<file path="config.mk">
export PLATFORM = sky130hd
export DESIGN_NAME = FrameWriter
export DESIGN_NICKNAME = d
export VERILOG_FILES = /design/src/VgaPkg.sv /design/src/FrameWriter.sv
export SDC_FILE = /design/constraint.sdc
export NUM_CORES = 1
export LEC_CHECK = 0
export ABC_AREA = 1
export ABC_CLOCK_PERIOD_IN_PS = 2400
export BUFFER_PORTS_ARGS = -buffer_cell sky130_fd_sc_hd__buf_2
export CORE_MARGIN = 2
export CORE_UTILIZATION = 31
export DETAILED_ROUTE_END_ITERATION = 8
export SYNTH_ARGS = -nofsm -noshare
export SYNTH_HDL_FRONTEND = slang
export SYNTH_SLANG_ARGS = --single-unit
</file>
<file path="constraint.sdc">
create_clock -name Clock -period 2.4 [get_ports Clock]
set_input_delay 0.12 -clock Clock [delete_from_list [all_inputs] [get_ports Clock]]
set_output_delay 0.12 -clock Clock [all_outputs]
set_load 0.03 [all_outputs]
</file>
<file path="src/VgaPkg.sv">
// Shared VGA timing, frame buffer geometry and host command codes, imported by the design and testbench
package VgaPkg;

	// 640x480 at 60 Hz, counted in pixel clocks and lines
	localparam logic [9:0] HTotal = 10'd800;
	localparam logic [9:0] VTotal = 10'd525;

	localparam logic [9:0] HActive = 10'd640;
	localparam logic [9:0] VActive = 10'd480;

	localparam logic [9:0] HSyncStart = 10'd656;
	localparam logic [9:0] HSyncEnd   = 10'd751;	// Inclusive

	localparam logic [9:0] VSyncStart = 10'd490;
	localparam logic [9:0] VSyncEnd   = 10'd491;	// Inclusive

	// Each screen pixel covers a 5x5 block of VGA pixels
	localparam logic [2:0] PixelScale = 3'd5;

	localparam logic [7:0] ScreenWidth  = 8'd128;
	localparam logic [6:0] ScreenHeight = 7'd96;

	// Byte address is {page[3:0], column[6:0]}
	localparam int AddrWidth   = 11;
	localparam int BufferDepth = 2048;

	// Host command codes
	typedef enum logic [1:0] {
		OpWriteByte  = 2'd0,
		OpSetPixel   = 2'd1,
		OpClearPixel = 2'd2,
		OpFill       = 2'd3
	} HostOp;

endpackage

</file>
<file path="src/FrameWriter.sv">
// Turns host commands into frame buffer writes, with read-modify-write for pixels and a sequenced fill
`timescale 1ns/1ps

module FrameWriter import VgaPkg::*; (
	input  logic                 Clock,
	input  logic                 Reset,

	input  logic                 CmdValid_i,
	input  HostOp                CmdOp_i,
	input  logic [6:0]           CmdX_i,
	input  logic [6:0]           CmdY_i,
	input  logic [7:0]           CmdData_i,
	output logic                 Busy_o,

	output logic                 WrEn_o,
	output logic [AddrWidth-1:0] WrAddr_o,
	output logic [7:0]           WrData_o,

	output logic [AddrWidth-1:0] HostAddr_o,
	input  logic [7:0]           HostData_i
);

	typedef enum logic {
		WriterIdle,
		WriterFill
	} WriterState;

	WriterState           State;
	logic [AddrWidth-1:0] FillAddr;
	logic [7:0]           FillPattern;

	logic                 Accept;
	logic                 InRange;
	logic                 FillDone;
	logic [7:0]           PixelMask;

	assign Accept   = CmdValid_i && (State == WriterIdle);	// Strobes while busy are lost
	assign InRange  = (CmdY_i < ScreenHeight);
	assign FillDone = (FillAddr == AddrWidth'(BufferDepth - 1));

	assign PixelMask  = 8'd1 << CmdY_i[2:0];
	assign HostAddr_o = {CmdY_i[6:3], CmdX_i};	// Byte under change
	assign Busy_o     = (State == WriterFill);

	always_ff @(posedge Clock or negedge Reset) begin
		if (!Reset) begin
			State    <= WriterIdle;
			FillAddr <= '0;
		end else begin
			case (State)
				WriterIdle: begin
					if (Accept && CmdOp_i == OpFill) begin
						State    <= WriterFill;
						FillAddr <= '0;
					end
				end
				WriterFill: begin
					FillAddr <= FillAddr + 1'b1;
					if (FillDone)
						State <= WriterIdle;
				end
				default: State <= WriterIdle;
			endcase
		end
	end

	// Fill pattern, latched with the fill command
	always_ff @(posedge Clock) begin
		if (Accept && CmdOp_i == OpFill)
			FillPattern <= CmdData_i;
	end

	// Write port, either the fill sweep or one decoded command
	always_comb begin
		WrEn_o   = 1'b0;
		WrAddr_o = HostAddr_o;
		WrData_o = CmdData_i;
		if (State == WriterFill) begin
			WrEn_o   = 1'b1;
			WrAddr_o = FillAddr;
			WrData_o = FillPattern;
		end else if (Accept && InRange) begin
			case (CmdOp_i)
				OpWriteByte: begin
					WrEn_o   = 1'b1;
					WrData_o = CmdData_i;
				end
				OpSetPixel: begin
					WrEn_o   = 1'b1;
					WrData_o = HostData_i | PixelMask;
				end
				OpClearPixel: begin
					WrEn_o   = 1'b1;
					WrData_o = HostData_i & ~PixelMask;
				end
				default: WrEn_o = 1'b0;	// Fill starts next cycle
			endcase
		end
	end

endmodule

</file>
==> run metrics <==
crit path max fanout=28; vias in the first global route=1318; crit end category=primary output; pre-CTS setup slack=0.792 ns; Design Area, Final=1930 sq um; clock root cell=clkbuf_8; most common cell in the netlist=nand2_1; Max Fclk=0.531 GHz; CP cell instances=clkinv_4 -> nand3_4 -> nor2_8 -> nand3_1 -> a21oi_1 -> buf_2; Yosys cell types=26; Cells after Synth=223; Die W=74.7 um; Seq cells post-synth=20; critical path buffer and inverter count=2; total gr overflow=0; router iterations before antenna repair=4; clk_skew=0.00363 ns; Sink Count=20; post-synthesis sequential area ratio=34.9%; P per Cell Area=416 nW/um^2; post_cts resized=0; Core ar.=4750 sq um; Post-Synthesis Cell Area=1550 sq um; asr flop ratio synth=60.0%; Ports=67; maximum vdd drop=215 uV; Leak Pwr=1.05 nW; area delta synth->final=24.9%; yosys warns=0; TNS Setup=0 ns; Max clock buf depth=2; synth top area cells=dfrtp_1, nand2_1, edfxtp_1; Crit path largest cell delay=0.52 ns; CP delay by family, top=flip-flops; Worst Path Required=2.28 ns; crit start category=flop; DR iter-0 viols=77; first-pass GRT wire length=6060 um; Residual DRC=0; Total GRT Usage=14.1%; WL final=3770 um; Hold Crit Class=in -> reg; Routed Antenna Nets=0; outcome=finished, final reports clean; final setup fails=0; vias per cell=4.50; number of buffers created by CTS=3; crit path kind=reg -> out; Slew Viols, Final=0; top cells by count, synth=nand2_1, inv_1, nand3_1; Slowest cell on crit path=dfrtp_1; DP HPWL=2970 um; Initial Utilization=32.6%; Max Cap Violations=0; routing usage on met2=20.6%; Hold Violations, Final=0; RSZ-0062 raised after global routing=no; Final nets=318; worst-margin pin slew=0.395 ns; via count=1551; crit path DAT=1.76 ns; CTS tree=done; wire length per cell=10.9 um; met3 GRT Util=2.81%; Antenna diodes=0; PortBufs=66; post-synthesis net count=262; initial antenna violation count=0; Synth top area share=19.4%; clk_lat worst skew=0.26 ns; clock transition at the registers of the reported paths=0.08 ns; Die Ht=74.7 um; H-tree levels=1; number of synthesized flops with an enable pin=8; layout cells sized above 1=29.9%; Cell Rows=25; GRT busiest layer=met1; GPL Wtd Cong=0.804; Final min period=1.88 ns; largest area contributor in the netlist=dfrtp_1; DP Area=1850 sq um; met1 Use GR=21.7%; Power, Total=0.804 mW; largest net degree at the start of global routing=29; post-CTS setup buffer count=0; die area=5570 sq um; Slew headroom=73.7%; final worst-path cycle share=78.4%; post-route setup slack=0.518 ns; syn avg cell area=6.94 sq um; Synth Flop Type=dfrtp_1
-- per-stage QoR --
stage	utilization, %	hold WS [ns]	std cells
3_3_place_gp	38.9	0.0221	340
4_1_cts	40.7	0.0505	345
5_1_grt	40.7	0.0361	345
6_report	40.7	0.0534	345
3_5_place_dp	38.9	0.0206	340
2_1_floorplan	-	-0.176	223
-- registers in the layout, indices dropped and copies added, names as in the netlist --
name / flops
FillAddr: 11
FillPattern: 8
Busy_o: 1
-- final timing paths --
kind	start	to	slack, ns	cells past startpoint
setup / recovery	Busy_o$_DFF_PN0_	WrData_o[6]	0.52	6
hold / removal	CmdData_i[3]	FillPattern[3]$_DFFE_PP_	0.05	1
setup reg to reg	Busy_o$_DFF_PN0_	FillAddr[9]$_DFFE_PN0P_	0.90	6
hold reg to reg	FillAddr[7]$_DFFE_PN0P_	FillAddr[7]$_DFFE_PN0P_	0.49	2
max in group asynchronous	Reset	FillAddr[7]$_DFFE_PN0P_	1.92	2
min in group asynchronous	Reset	FillAddr[1]$_DFFE_PN0P_	0.26	2
-- metal layers --
metal	wire length, um	vias up
li1	-	817
met1	1850	689
met2	1660	43
met3	234	2
met4	27	0
met5	0	-
-- placed cells by master (no fill, tap or decap), drive strengths merged, types with 4 or more instances in the layout --
| cell | instances |
|---|---|
| nand2 | 71 |
| buf | 67 |
| inv | 28 |
| nand3 | 26 |
| a21oi | 19 |
| nor2 | 19 |
| o21ai | 13 |
| dfrtp | 12 |
| edfxtp | 8 |
| ha | 4 |
-- final cells by class --
cell class	instances	area (sq um)
inverters	29	114
well taps	67	83.8
clock inverters	1	30.0
repair buffers	68	348
flip-flops and latches	20	541
fillers	523	2820
multi-input cells	157	776
clock buffers	3	41.3
-- power by group --
group	total (mW)	internal [mW]	switching (mW)
clock network	0.342	0.223	0.119
registers	0.355	0.355	0
logic	0.107	0.0394	0.0673
-- kinds of logic (layout without fill, tap and decap cells) --
group                    after synthesis  count (layout)  share of synthesized area (%)
AO/OA/AOI/OAI                         34              34                           11.4
adder cells (fa/ha/maj)                4               4                           3.23
buffers and inverters                 46             101                           15.0
flip-flops                            20              20                           34.9
AND/OR/NAND/NOR                      119             119                           35.5
-- timing repair --
item                                    CTS  global route
hold buffers                              1             0
endpoints found under the setup margin    0             0
hold endpoints to repair                 12             0
Note: power is estimated with default switching activity, not from simulation.
