## src/VgaPkg.sv

```systemverilog
// Shared VGA timing, frame buffer geometry and host command codes, imported by the design and testbench
package VgaPkg;

	// 640x480 at 60 Hz, counted in pixel clocks and lines
	localparam logic [9:0] HTotal = 10'd800;
	localparam logic [9:0] VTotal = 10'd525;

	localparam logic [9:0] HActive = 10'd640;
	localparam logic [9:0] VActive = 10'd480;

	localparam logic [9:0] HSyncStart = 10'd656;
	localparam logic [9:0] HSyncEnd   = 10'd751;	// Inclusive

	localparam logic [9:0] VSyncStart = 10'd490;
	localparam logic [9:0] VSyncEnd   = 10'd491;	// Inclusive

	// Each screen pixel covers a 5x5 block of VGA pixels
	localparam logic [2:0] PixelScale = 3'd5;

	localparam logic [7:0] ScreenWidth  = 8'd128;
	localparam logic [6:0] ScreenHeight = 7'd96;

	// Byte address is {page[3:0], column[6:0]}
	localparam int AddrWidth   = 11;
	localparam int BufferDepth = 2048;

	// Host command codes
	typedef enum logic [1:0] {
		OpWriteByte  = 2'd0,
		OpSetPixel   = 2'd1,
		OpClearPixel = 2'd2,
		OpFill       = 2'd3
	} HostOp;

endpackage

```

## src/VgaScanner.sv

```systemverilog
// Sweeps the 640x480 VGA frame, fetches frame buffer bytes and drives registered sync and colour
`timescale 1ns/1ps

module VgaScanner import VgaPkg::*; (
	input  logic                 Clock,
	input  logic                 Reset,

	output logic [AddrWidth-1:0] ScanAddr_o,
	input  logic [7:0]           ScanData_i,

	output logic                 Red_o,
	output logic                 Green_o,
	output logic                 Blue_o,
	output logic                 HSync_o,
	output logic                 VSync_o
);

	logic [9:0] HCounter;	// 0 to 799
	logic [9:0] VCounter;	// 0 to 524

	logic [2:0] HDivider;	// 0 to 4
	logic [2:0] VDivider;
	logic [6:0] HPixel;		// Column, meaningful below 128
	logic [6:0] VPixel;		// Row, meaningful below 96

	logic       LineEnd;
	logic       FrameEnd;
	logic [3:0] PageNumber;
	logic [2:0] LineInPage;
	logic       ActiveArea;
	logic       PixelBit;

	assign LineEnd  = (HCounter == HTotal - 10'd1);
	assign FrameEnd = LineEnd && (VCounter == VTotal - 10'd1);

	// Beam position
	always_ff @(posedge Clock or negedge Reset) begin
		if (!Reset) begin
			HCounter <= '0;
			VCounter <= '0;
		end else if (!LineEnd) begin
			HCounter <= HCounter + 10'd1;
		end else begin
			HCounter <= '0;
			if (FrameEnd)
				VCounter <= '0;
			else
				VCounter <= VCounter + 10'd1;
		end
	end

	// Screen pixel position, advanced once every five clocks and lines
	always_ff @(posedge Clock or negedge Reset) begin
		if (!Reset) begin
			HDivider <= '0;
			VDivider <= '0;
			HPixel   <= '0;
			VPixel   <= '0;
		end else if (LineEnd) begin
			HDivider <= '0;
			HPixel   <= '0;
			if (FrameEnd) begin
				VDivider <= '0;
				VPixel   <= '0;
			end else if (VDivider == PixelScale - 3'd1) begin
				VDivider <= '0;
				VPixel   <= VPixel + 7'd1;
			end else begin
				VDivider <= VDivider + 3'd1;
			end
		end else if (HDivider == PixelScale - 3'd1) begin
			HDivider <= '0;
			HPixel   <= HPixel + 7'd1;	// Wraps in the blanking, never displayed
		end else begin
			HDivider <= HDivider + 3'd1;
		end
	end

	assign PageNumber = VPixel[6:3];
	assign LineInPage = VPixel[2:0];
	assign ScanAddr_o = {PageNumber, HPixel};

	assign ActiveArea = (HCounter < HActive) && (VCounter < VActive);
	assign PixelBit   = ActiveArea && ScanData_i[LineInPage];

	// Output stage, one clock behind the counters
	always_ff @(posedge Clock or negedge Reset) begin
		if (!Reset) begin
			HSync_o <= 1'b1;
			VSync_o <= 1'b1;
			Red_o   <= 1'b0;
			Green_o <= 1'b0;
			Blue_o  <= 1'b0;
		end else begin
			HSync_o <= !((HCounter >= HSyncStart) && (HCounter <= HSyncEnd));	// Active low
			VSync_o <= !((VCounter >= VSyncStart) && (VCounter <= VSyncEnd));
			Red_o   <= PixelBit;	// Monochrome, all three follow
			Green_o <= PixelBit;
			Blue_o  <= PixelBit;
		end
	end

endmodule

```

## config.mk

```make
export PLATFORM = sky130hd
export DESIGN_NAME = VgaScanner
export DESIGN_NICKNAME = d
export VERILOG_FILES = /design/src/VgaPkg.sv /design/src/VgaScanner.sv
export SDC_FILE = /design/constraint.sdc
export NUM_CORES = 1
export LEC_CHECK = 0
export BUFFER_PORTS_ARGS = -buffer_cell sky130_fd_sc_hd__buf_4
export CAP_MARGIN = 20
export CORE_ASPECT_RATIO = 0.5
export CORE_UTILIZATION = 50
export DETAILED_ROUTE_END_ITERATION = 10
export PLACE_DENSITY = 0.7
export SLEW_MARGIN = 20
export SYNTH_ARGS = -nofsm -noshare
export SYNTH_HDL_FRONTEND = slang
export SYNTH_SLANG_ARGS = --single-unit
```

## constraint.sdc

```tcl
create_clock -name Clock -period 2.3 [get_ports Clock]
set_input_delay 0.23 -clock Clock [delete_from_list [all_inputs] [get_ports Clock]]
set_output_delay 0.23 -clock Clock [all_outputs]
set_load 0.005 [all_outputs]
```

==> metrics.md, run 1 <==
| Metric | Value |
|---|---|
| Power density over cell area | `roughly 500 nW/um^2` |
| Pleak | `~1.2 nW` |
| Drt pass-1 iters | `7` |
| Clk buf depth | `2` |
| Critical Path Fanout Max | `7` |
| Max VDD drop | `0.000223 V` |
| Proportion of layout cells with a drive suffix above 1 | `20.3%` |
| Post-route ant nets | `0` |
| Dpl ws | `0.215 ns` |
| Row Count | `16` |
| Root Driver | `clkbuf_8` |
| Starting DRC count in detailed routing | `89` |
| Post-synth EDFFs | `0` |
| Fin. max-slew vios | `0` |
| Footprint of the multi-input gates | `1080 sq um` |
| Crit path capture type | `flop` |
| Clock sink count | `43` |
| Global route overflow | `0` |
| Routed met1 length | `2140 microns` |
| Worst-Margin Slew | `0.530 ns` |
| CTS HTree Levels | `2` |
| Total track usage | `19.9%` |
| WL final | `4310 microns` |
| Vias/cell | `roughly 5.6` |
| Synth Flop Type | `dfrtp_1` |
| Synth Net Count | `238` |
| Crit path DAT | `around 2.3 ns` |
| Largest net degree at the start of global routing | `44` |
| Crit path required time | `approximately 2.5 ns` |
| Final number of setup-violating endpoints | `0` |
| Crit share post-route | `92.5%` |
| # diodes | `0` |
| Reg-to-reg slack, setup | `0.17 ns` |
| I/O Pins | `26` |
| Area growth syn-to-layout | `11.9%` |
| DP HPWL | `2980 microns` |
| CTS Buf Count | `5` |
| Remaining DRCs | `3` |
| Initial antenna violation count | `0` |
| Clock Latency Late Sink | `0.31 ns` |
| Routed len/inst | `14.6 microns` |
| Tot Pwr | `~1.3 mW` |
| Failing checks | `design-rule violations` |
| Relative slew slack | `between 60% and 70%` |
| Synth Warn # | `0` |
| Filler cells | `351` |
| Yosys cell types | `49` |
| Horiz. Die Dim | `97.9 microns` |
| Skew final | `between 0.01 and 0.015 ns` |
| CP Class | `reg2reg` |
| RSZ-0062 raised after global routing | `false` |
| #FFs+latches synth | `43` |
| Status | `complete, but fails checks` |
| First-pass GRT wire length | `about 7500 microns` |
| Total die area | `4890 sq um` |
| Vias in the first global route | `between 1500 and 2000` |
| Gpl congestion | `0.832` |
| Post-route worst setup slack | `0.171 ns` |
| WL met2 | `1910 microns` |
| Seq/Total Area, Yosys | `46.9%` |
| Async SR Flop Fraction | `100%` |
| Metal3 WL | `211 microns` |
| Final net count | `260` |
| Top Layer Used | `met4` |
| Via Count | `1654` |
| Cells after Synth | `218` |
| Max_cap viols | `0` |
| Final Hold Viols | `0` |
| CP startpoint | `VCounter[1]` |
| Hold slack | `0.465 ns` |
| Register area | `1080 sq um` |
| IO Port Bufs | `25` |
| Synth Cell Area | `2300 sq um` |
| Area of the core | `4140 sq um` |
| Setup crit start kind | `flop` |
| Die Y | `50.0 microns` |
| Critical R2R Launch | `VCounter[1]` |
| Tmin final | `2.13 ns` |
| Post_cts resized | `0` |
| Initial Util | `55.5%` |
| CTS tree | `done` |
| Setup TNS | `0 ns` |
| Clock-pin slew on the worst setup and hold paths | `0.09 ns` |
| Avg Cell Area, Syn | `roughly 11 sq um` |
| Min-Delay Path Class | `in2async` |
| Max Clock Freq | `470 MHz` |
## area by class of cell
cell class                      instances  share of cell area [%]
Multi-Input combinational cell        151                    42.0
Sequential cell                        43                    41.9
Timing Repair Buffer                   29                    8.56
Clock buffer                            5                    2.67
Tap cell                               54                    2.63
Inverter                               10                    1.46
Clock inverter                          3                   0.778
## placed cells by master, fill, tap and decap left out, types with 2 or more instances in the layout
| cell type | Yosys | layout |
|---|---|---|
| dfrtp_1 | 41 | 41 |
| buf_4 | 6 | 28 |
| nand2_1 | 20 | 20 |
| nor2_1 | 18 | 18 |
| nand3_1 | 11 | 11 |
| inv_1 | 10 | 10 |
| ha_1 | 10 | 10 |
| nand4_1 | 8 | 8 |
| xor2_1 | 8 | 8 |
| xnor2_1 | 8 | 8 |
| nor3_1 | 7 | 7 |
| and3_1 | 6 | 6 |
| o21ai_0 | 6 | 6 |
| a22o_1 | 6 | 6 |
| clkbuf_8 | 0 | 5 |
| and2_1 | 4 | 4 |
| o31ai_1 | 4 | 4 |
| or3_1 | 3 | 3 |
| a221o_1 | 3 | 3 |
| dfstp_2 | 2 | 2 |
| a21oi_1 | 2 | 2 |
| mux4_2 | 2 | 2 |
| mux2i_1 | 2 | 2 |
| or4_1 | 2 | 2 |
| nor2b_1 | 2 | 2 |
| clkinvlp_4 | 0 | 2 |
## worst max-delay path: stages (launching register included)
cell and delay, ns:
dfrtp_1 0.44, inv_1 0.08, ha_1 0.15, nand4_1 0.17, or4_1 0.69, and3_1 0.25
a221o_1 0.25
## cells in the mapped netlist (2+ instances only)
cell type	instances	area share (%)
and3_1	6	1.6
dfrtp_1	41	45
nor2b_1	2	0.54
dfstp_2	2	2.3
and2_1	4	1.1
a21oi_1	2	0.44
nor2_1	18	2.9
inv_1	10	1.6
mux2i_1	2	0.87
or3_1	3	0.82
nand4_1	8	2.2
o21ai_0	6	1.3
buf_4	6	2.0
clkbuf_1	2	0.33
a221o_1	3	1.3
o31ai_1	4	1.3
mux4_2	2	2.0
xnor2_1	8	3.0
nand3_1	11	2.4
xor2_1	8	3.0
buf_2	2	0.44
ha_1	10	5.4
nor3_1	7	1.5
nand2_1	20	3.3
or4_1	2	0.65
a22o_1	6	2.3
## final timing paths
path                          endpoint  depth (start not counted)
setup / recovery             VPixel[3]                          6
hold / removal               HPixel[2]                          2
setup reg to reg             VPixel[3]                          6
min in group Clock         HDivider[0]                          1
max in group asynchronous      VSync_o                          2
hold reg to reg            HDivider[0]                          1
## flip-flops by register name, summed over array words and instances (netlist names)
name      count
HPixel        7
HSync_o       1
VPixel        7
Blue_o        1
VSync_o       1
VDivider      3
HCounter     10
VCounter     10
HDivider      3
## repair_timing
item	CTS	global route
setup endpoints to repair	0	0
hold buffers	1	0
setup buffers	0	0
endpoints found under the hold margin	41	0
## stage by stage
stage	std cells	utilization [%]	area, sq um
after floorplan	218	-	2300
after global placement	286	59.7	2470
after detailed placement	286	59.7	2470
after CTS	295	62.1	2570
after global routing	295	62.1	2570
final	295	62.1	2570
## power breakdown
part	switching [mW]	internal (mW)	total, mW
Sequential	0.000774	0.756	0.757
Combinational	0.0184	0.0165	0.0349
Clock	0.281	0.212	0.493
## per-layer routing
layer,global-route usage (%),vias to the layer above
met5,0,-
met3,4.96,7
met4,8.33,0
li1,-,808
met1,25.7,800
met2,32.3,39
## cell families after synthesis
logic type / after synthesis / synth area share [%]
AO/OA/AOI/OAI: 29 / 9.58
XOR/XNOR: 16 / 6.09
adder cells (fa/ha/maj): 10 / 5.44
buffers and inverters: 24 / 6.09
flip-flops: 43 / 46.9
multiplexers: 5 / 3.32
AND/OR/NAND/NOR: 91 / 22.6
Note: power is estimated with default switching activity, not from simulation.
==> run 2, diff against run 1 <==
--- a/config.mk
+++ b/config.mk
@@ -11,4 +11,5 @@
 export CORE_UTILIZATION = 50
 export DETAILED_ROUTE_END_ITERATION = 10
+export MAX_ROUTING_LAYER = met4
 export PLACE_DENSITY = 0.7
 export SLEW_MARGIN = 20
==> constraint.sdc (replaced) <==
create_clock -name Clock -period 2.55 [get_ports Clock]
set_input_delay 0.1275 -clock Clock [delete_from_list [all_inputs] [get_ports Clock]]
set_output_delay 0.1275 -clock Clock [all_outputs]
set_load 0.005 [all_outputs]
==> metrics.md, run 2 (synthesis results as in run 1) <==
| Metric | Value |
|---|---|
| Status | `complete, but fails checks` |
| Failing checks | `design-rule violations` |
| P_int | `0.989 mW (+0.44%)` |
| CTS tree | `done` |
| Tmin final | `2.09 ns (-0.0427 ns)` |
| Min-Delay Path Class | `in2async` |
| Max_cap viols | `0 (unchanged)` |
| Pleak | `1.21 nW (+1.0%)` |
| Starting DRC count in detailed routing | `64 (-28%)` |
| Gpl congestion | `0.829 (-0.36%)` |
| Remaining DRCs | `3 (unchanged)` |
| Drt pass-1 iters | `7 (unchanged)` |
| # diodes | `0 (unchanged)` |
| Crit path capture type | `flop` |
| Clock Latency Late Sink | `0.30 ns (about the same)` |
| Root Driver | `clkbuf_8` |
| Largest regs | `HCounter x10, VCounter x10` |
| Vias/cell | `5.53 (-1.4%)` |
| CTS HTree Levels | `2 (unchanged)` |
| CTS Buf Count | `5 (unchanged)` |
| Filler cells | `340 (-3.1%)` |
| GR Layer Usage met2 | `33.6% (+1.3 points)` |
| RSZ-0062 raised after global routing | `false` |
| Psw | `0.260 mW (-13%)` |
| Setup crit start kind | `flop` |
| First-pass GRT wire length | `7560 microns (+1.1%)` |
| Setup bufs post-CTS | `0 (unchanged)` |
| Commonest non-fill, non-tap cell in the layout | `dfrtp_1` |
| Clock sink count | `43 (unchanged)` |
| Crit path DAT | `2.27 ns (-0.05 ns)` |
| IO Port Bufs | `25 (unchanged)` |
| Max Clock Freq | `479 MHz (+2.0%)` |
| Total track usage | `20.2% (+0.25 points)` |
| Final Hold Viols | `0 (unchanged)` |
| Share of power burned in the clock network | `42.8% (+4.4 points)` |
| Post_cts resized | `0 (unchanged)` |
| Relative slew slack | `61.4% (-3.1 points)` |
| CP Class | `reg2reg` |
| Area of the core | `4140 sq um (unchanged)` |
| WL final | `4200 microns (-2.7%)` |
| Post-route ant nets | `0 (unchanged)` |
| Die Y | `50.0 microns (unchanged)` |
| Total die area | `4890 sq um (unchanged)` |
| Largest net degree at the start of global routing | `44 (unchanged)` |
| DP HPWL | `2920 microns (-2.2%)` |
| Area growth syn-to-layout | `12.6%` |
| Cts hold-fix bufs | `1 (unchanged)` |
| Via Count | `1626 (-1.7%)` |
| Crit share post-route | `81.8% (-11 points)` |
| Row Count | `16 (unchanged)` |
| Placed cells | `285 (-0.35%)` |
| Final number of setup-violating endpoints | `0 (unchanged)` |
| Sequential Power Share | `54.7% (-4.2 points)` |
| Fin. max-slew vios | `0 (unchanged)` |
| Combinational share of power | `2.5% (-0.2 points)` |
| Most frequent cells in the layout | `41 x dfrtp_1, 27 x buf_4, 20 x nand2_1` |
| Power density over cell area | `482 nW/um^2 (-3.4%)` |
| Vias in the first global route | `1656 (+1.4%)` |
| Clock-pin slew on the worst setup and hold paths | `0.09 ns (about the same)` |
| I/O Pins | `26 (unchanged)` |
| Routed len/inst | `14.3 microns (-2.4%)` |
| Worst-Margin Slew | `0.575 ns (+0.0457 ns)` |
| Horiz. Die Dim | `97.9 microns (unchanged)` |
| Crit path required time | `2.73 ns (+0.24 ns)` |
| Clk buf depth | `2 (unchanged)` |
| GR Util met1 | `25.5% (-0.25 points)` |
| Proportion of layout cells with a drive suffix above 1 | `20.0% (-0.33 points)` |
| Top Usage Layer GRT | `met2` |
| Final net count | `259 (-0.38%)` |
| Global route overflow | `0 (unchanged)` |
| Skew final | `0.00875 ns (-0.00151 ns)` |
| Initial Util | `55.5% (unchanged)` |
| Setup TNS | `0 ns (unchanged)` |
| Max VDD drop | `0.000286 V (+28%)` |
| Critical Path Fanout Max | `7 (unchanged)` |
| GRT met3 Usage | `5.39% (+0.43 points)` |
| Initial antenna violation count | `0 (unchanged)` |
| Switching Share | `20.8% (-2.6 points)` |
| Final Non-Filler Cells | `294 (-0.34%)` |
-- run 2: worst max-delay path, stage by stage, from the launching register on --
cell and delay (ns):
dfrtp_1 0.43, inv_1 0.08, ha_1 0.14, nand4_1 0.17, or4_1 0.67, and3_1 0.23, a221o_1 0.25
-- run 2: per-stage QoR --
stage	hold slack [ns]	worst slack, ns	area (sq um)	util (%)	power (mW)
global placement	0.149	0.550	2470	59.5	0.727
floorplan	-0.168	0.667	2300	-	0.702
CTS	0.374	0.471	2590	62.5	1.26
finish	0.350	0.464	2590	62.5	1.25
global route	0.405	0.355	2590	62.5	1.30
detailed placement	0.153	0.500	2470	59.5	0.728
-- run 2: cell type report --
type                            count  area (sq um)  area share, %
Clock buffer                        5          68.8           2.66
Clock inverter                      3          43.8           1.69
Inverter                           10          37.5           1.45
Multi-Input combinational cell    151          1080           41.7
Sequential cell                    43          1080           41.6
Tap cell                           54          67.6           2.61
Timing Repair Buffer               28           213           8.21
-- run 2: path summary, 6_finish.rpt --
check | start | end | slack [ns] | cells past startpoint
worst max-delay path | VCounter[0] | VCounter[3] | 0.46 | 6
worst min-delay path | Reset | HPixel[3] | 0.35 | 2
worst max register to register | VCounter[0] | VCounter[3] | 0.46 | 6
worst min register to register | HDivider[0] | HDivider[0] | 0.48 | 1
max in group asynchronous | Reset | VSync_o | 1.82 | 2
min in group Clock | ScanData_i[6] | Blue_o | 0.44 | 4
-- run 2: power by group through the flow --
stage	sequential, mW	clock, mW	combinational (mW)
2_1_floorplan	0.696	0	0.00564
3_3_place_gp	0.696	0	0.0312
3_5_place_dp	0.696	0	0.0320
4_1_cts	0.683	0.546	0.0334
5_1_grt	0.683	0.580	0.0363
6_report	0.683	0.534	0.0315
-- run 2: per-layer routing --
metal	vias up	wire length, microns
met5	-	0
met4	0	23
met3	4	182
met2	34	1910
met1	779	2090
li1	809	-
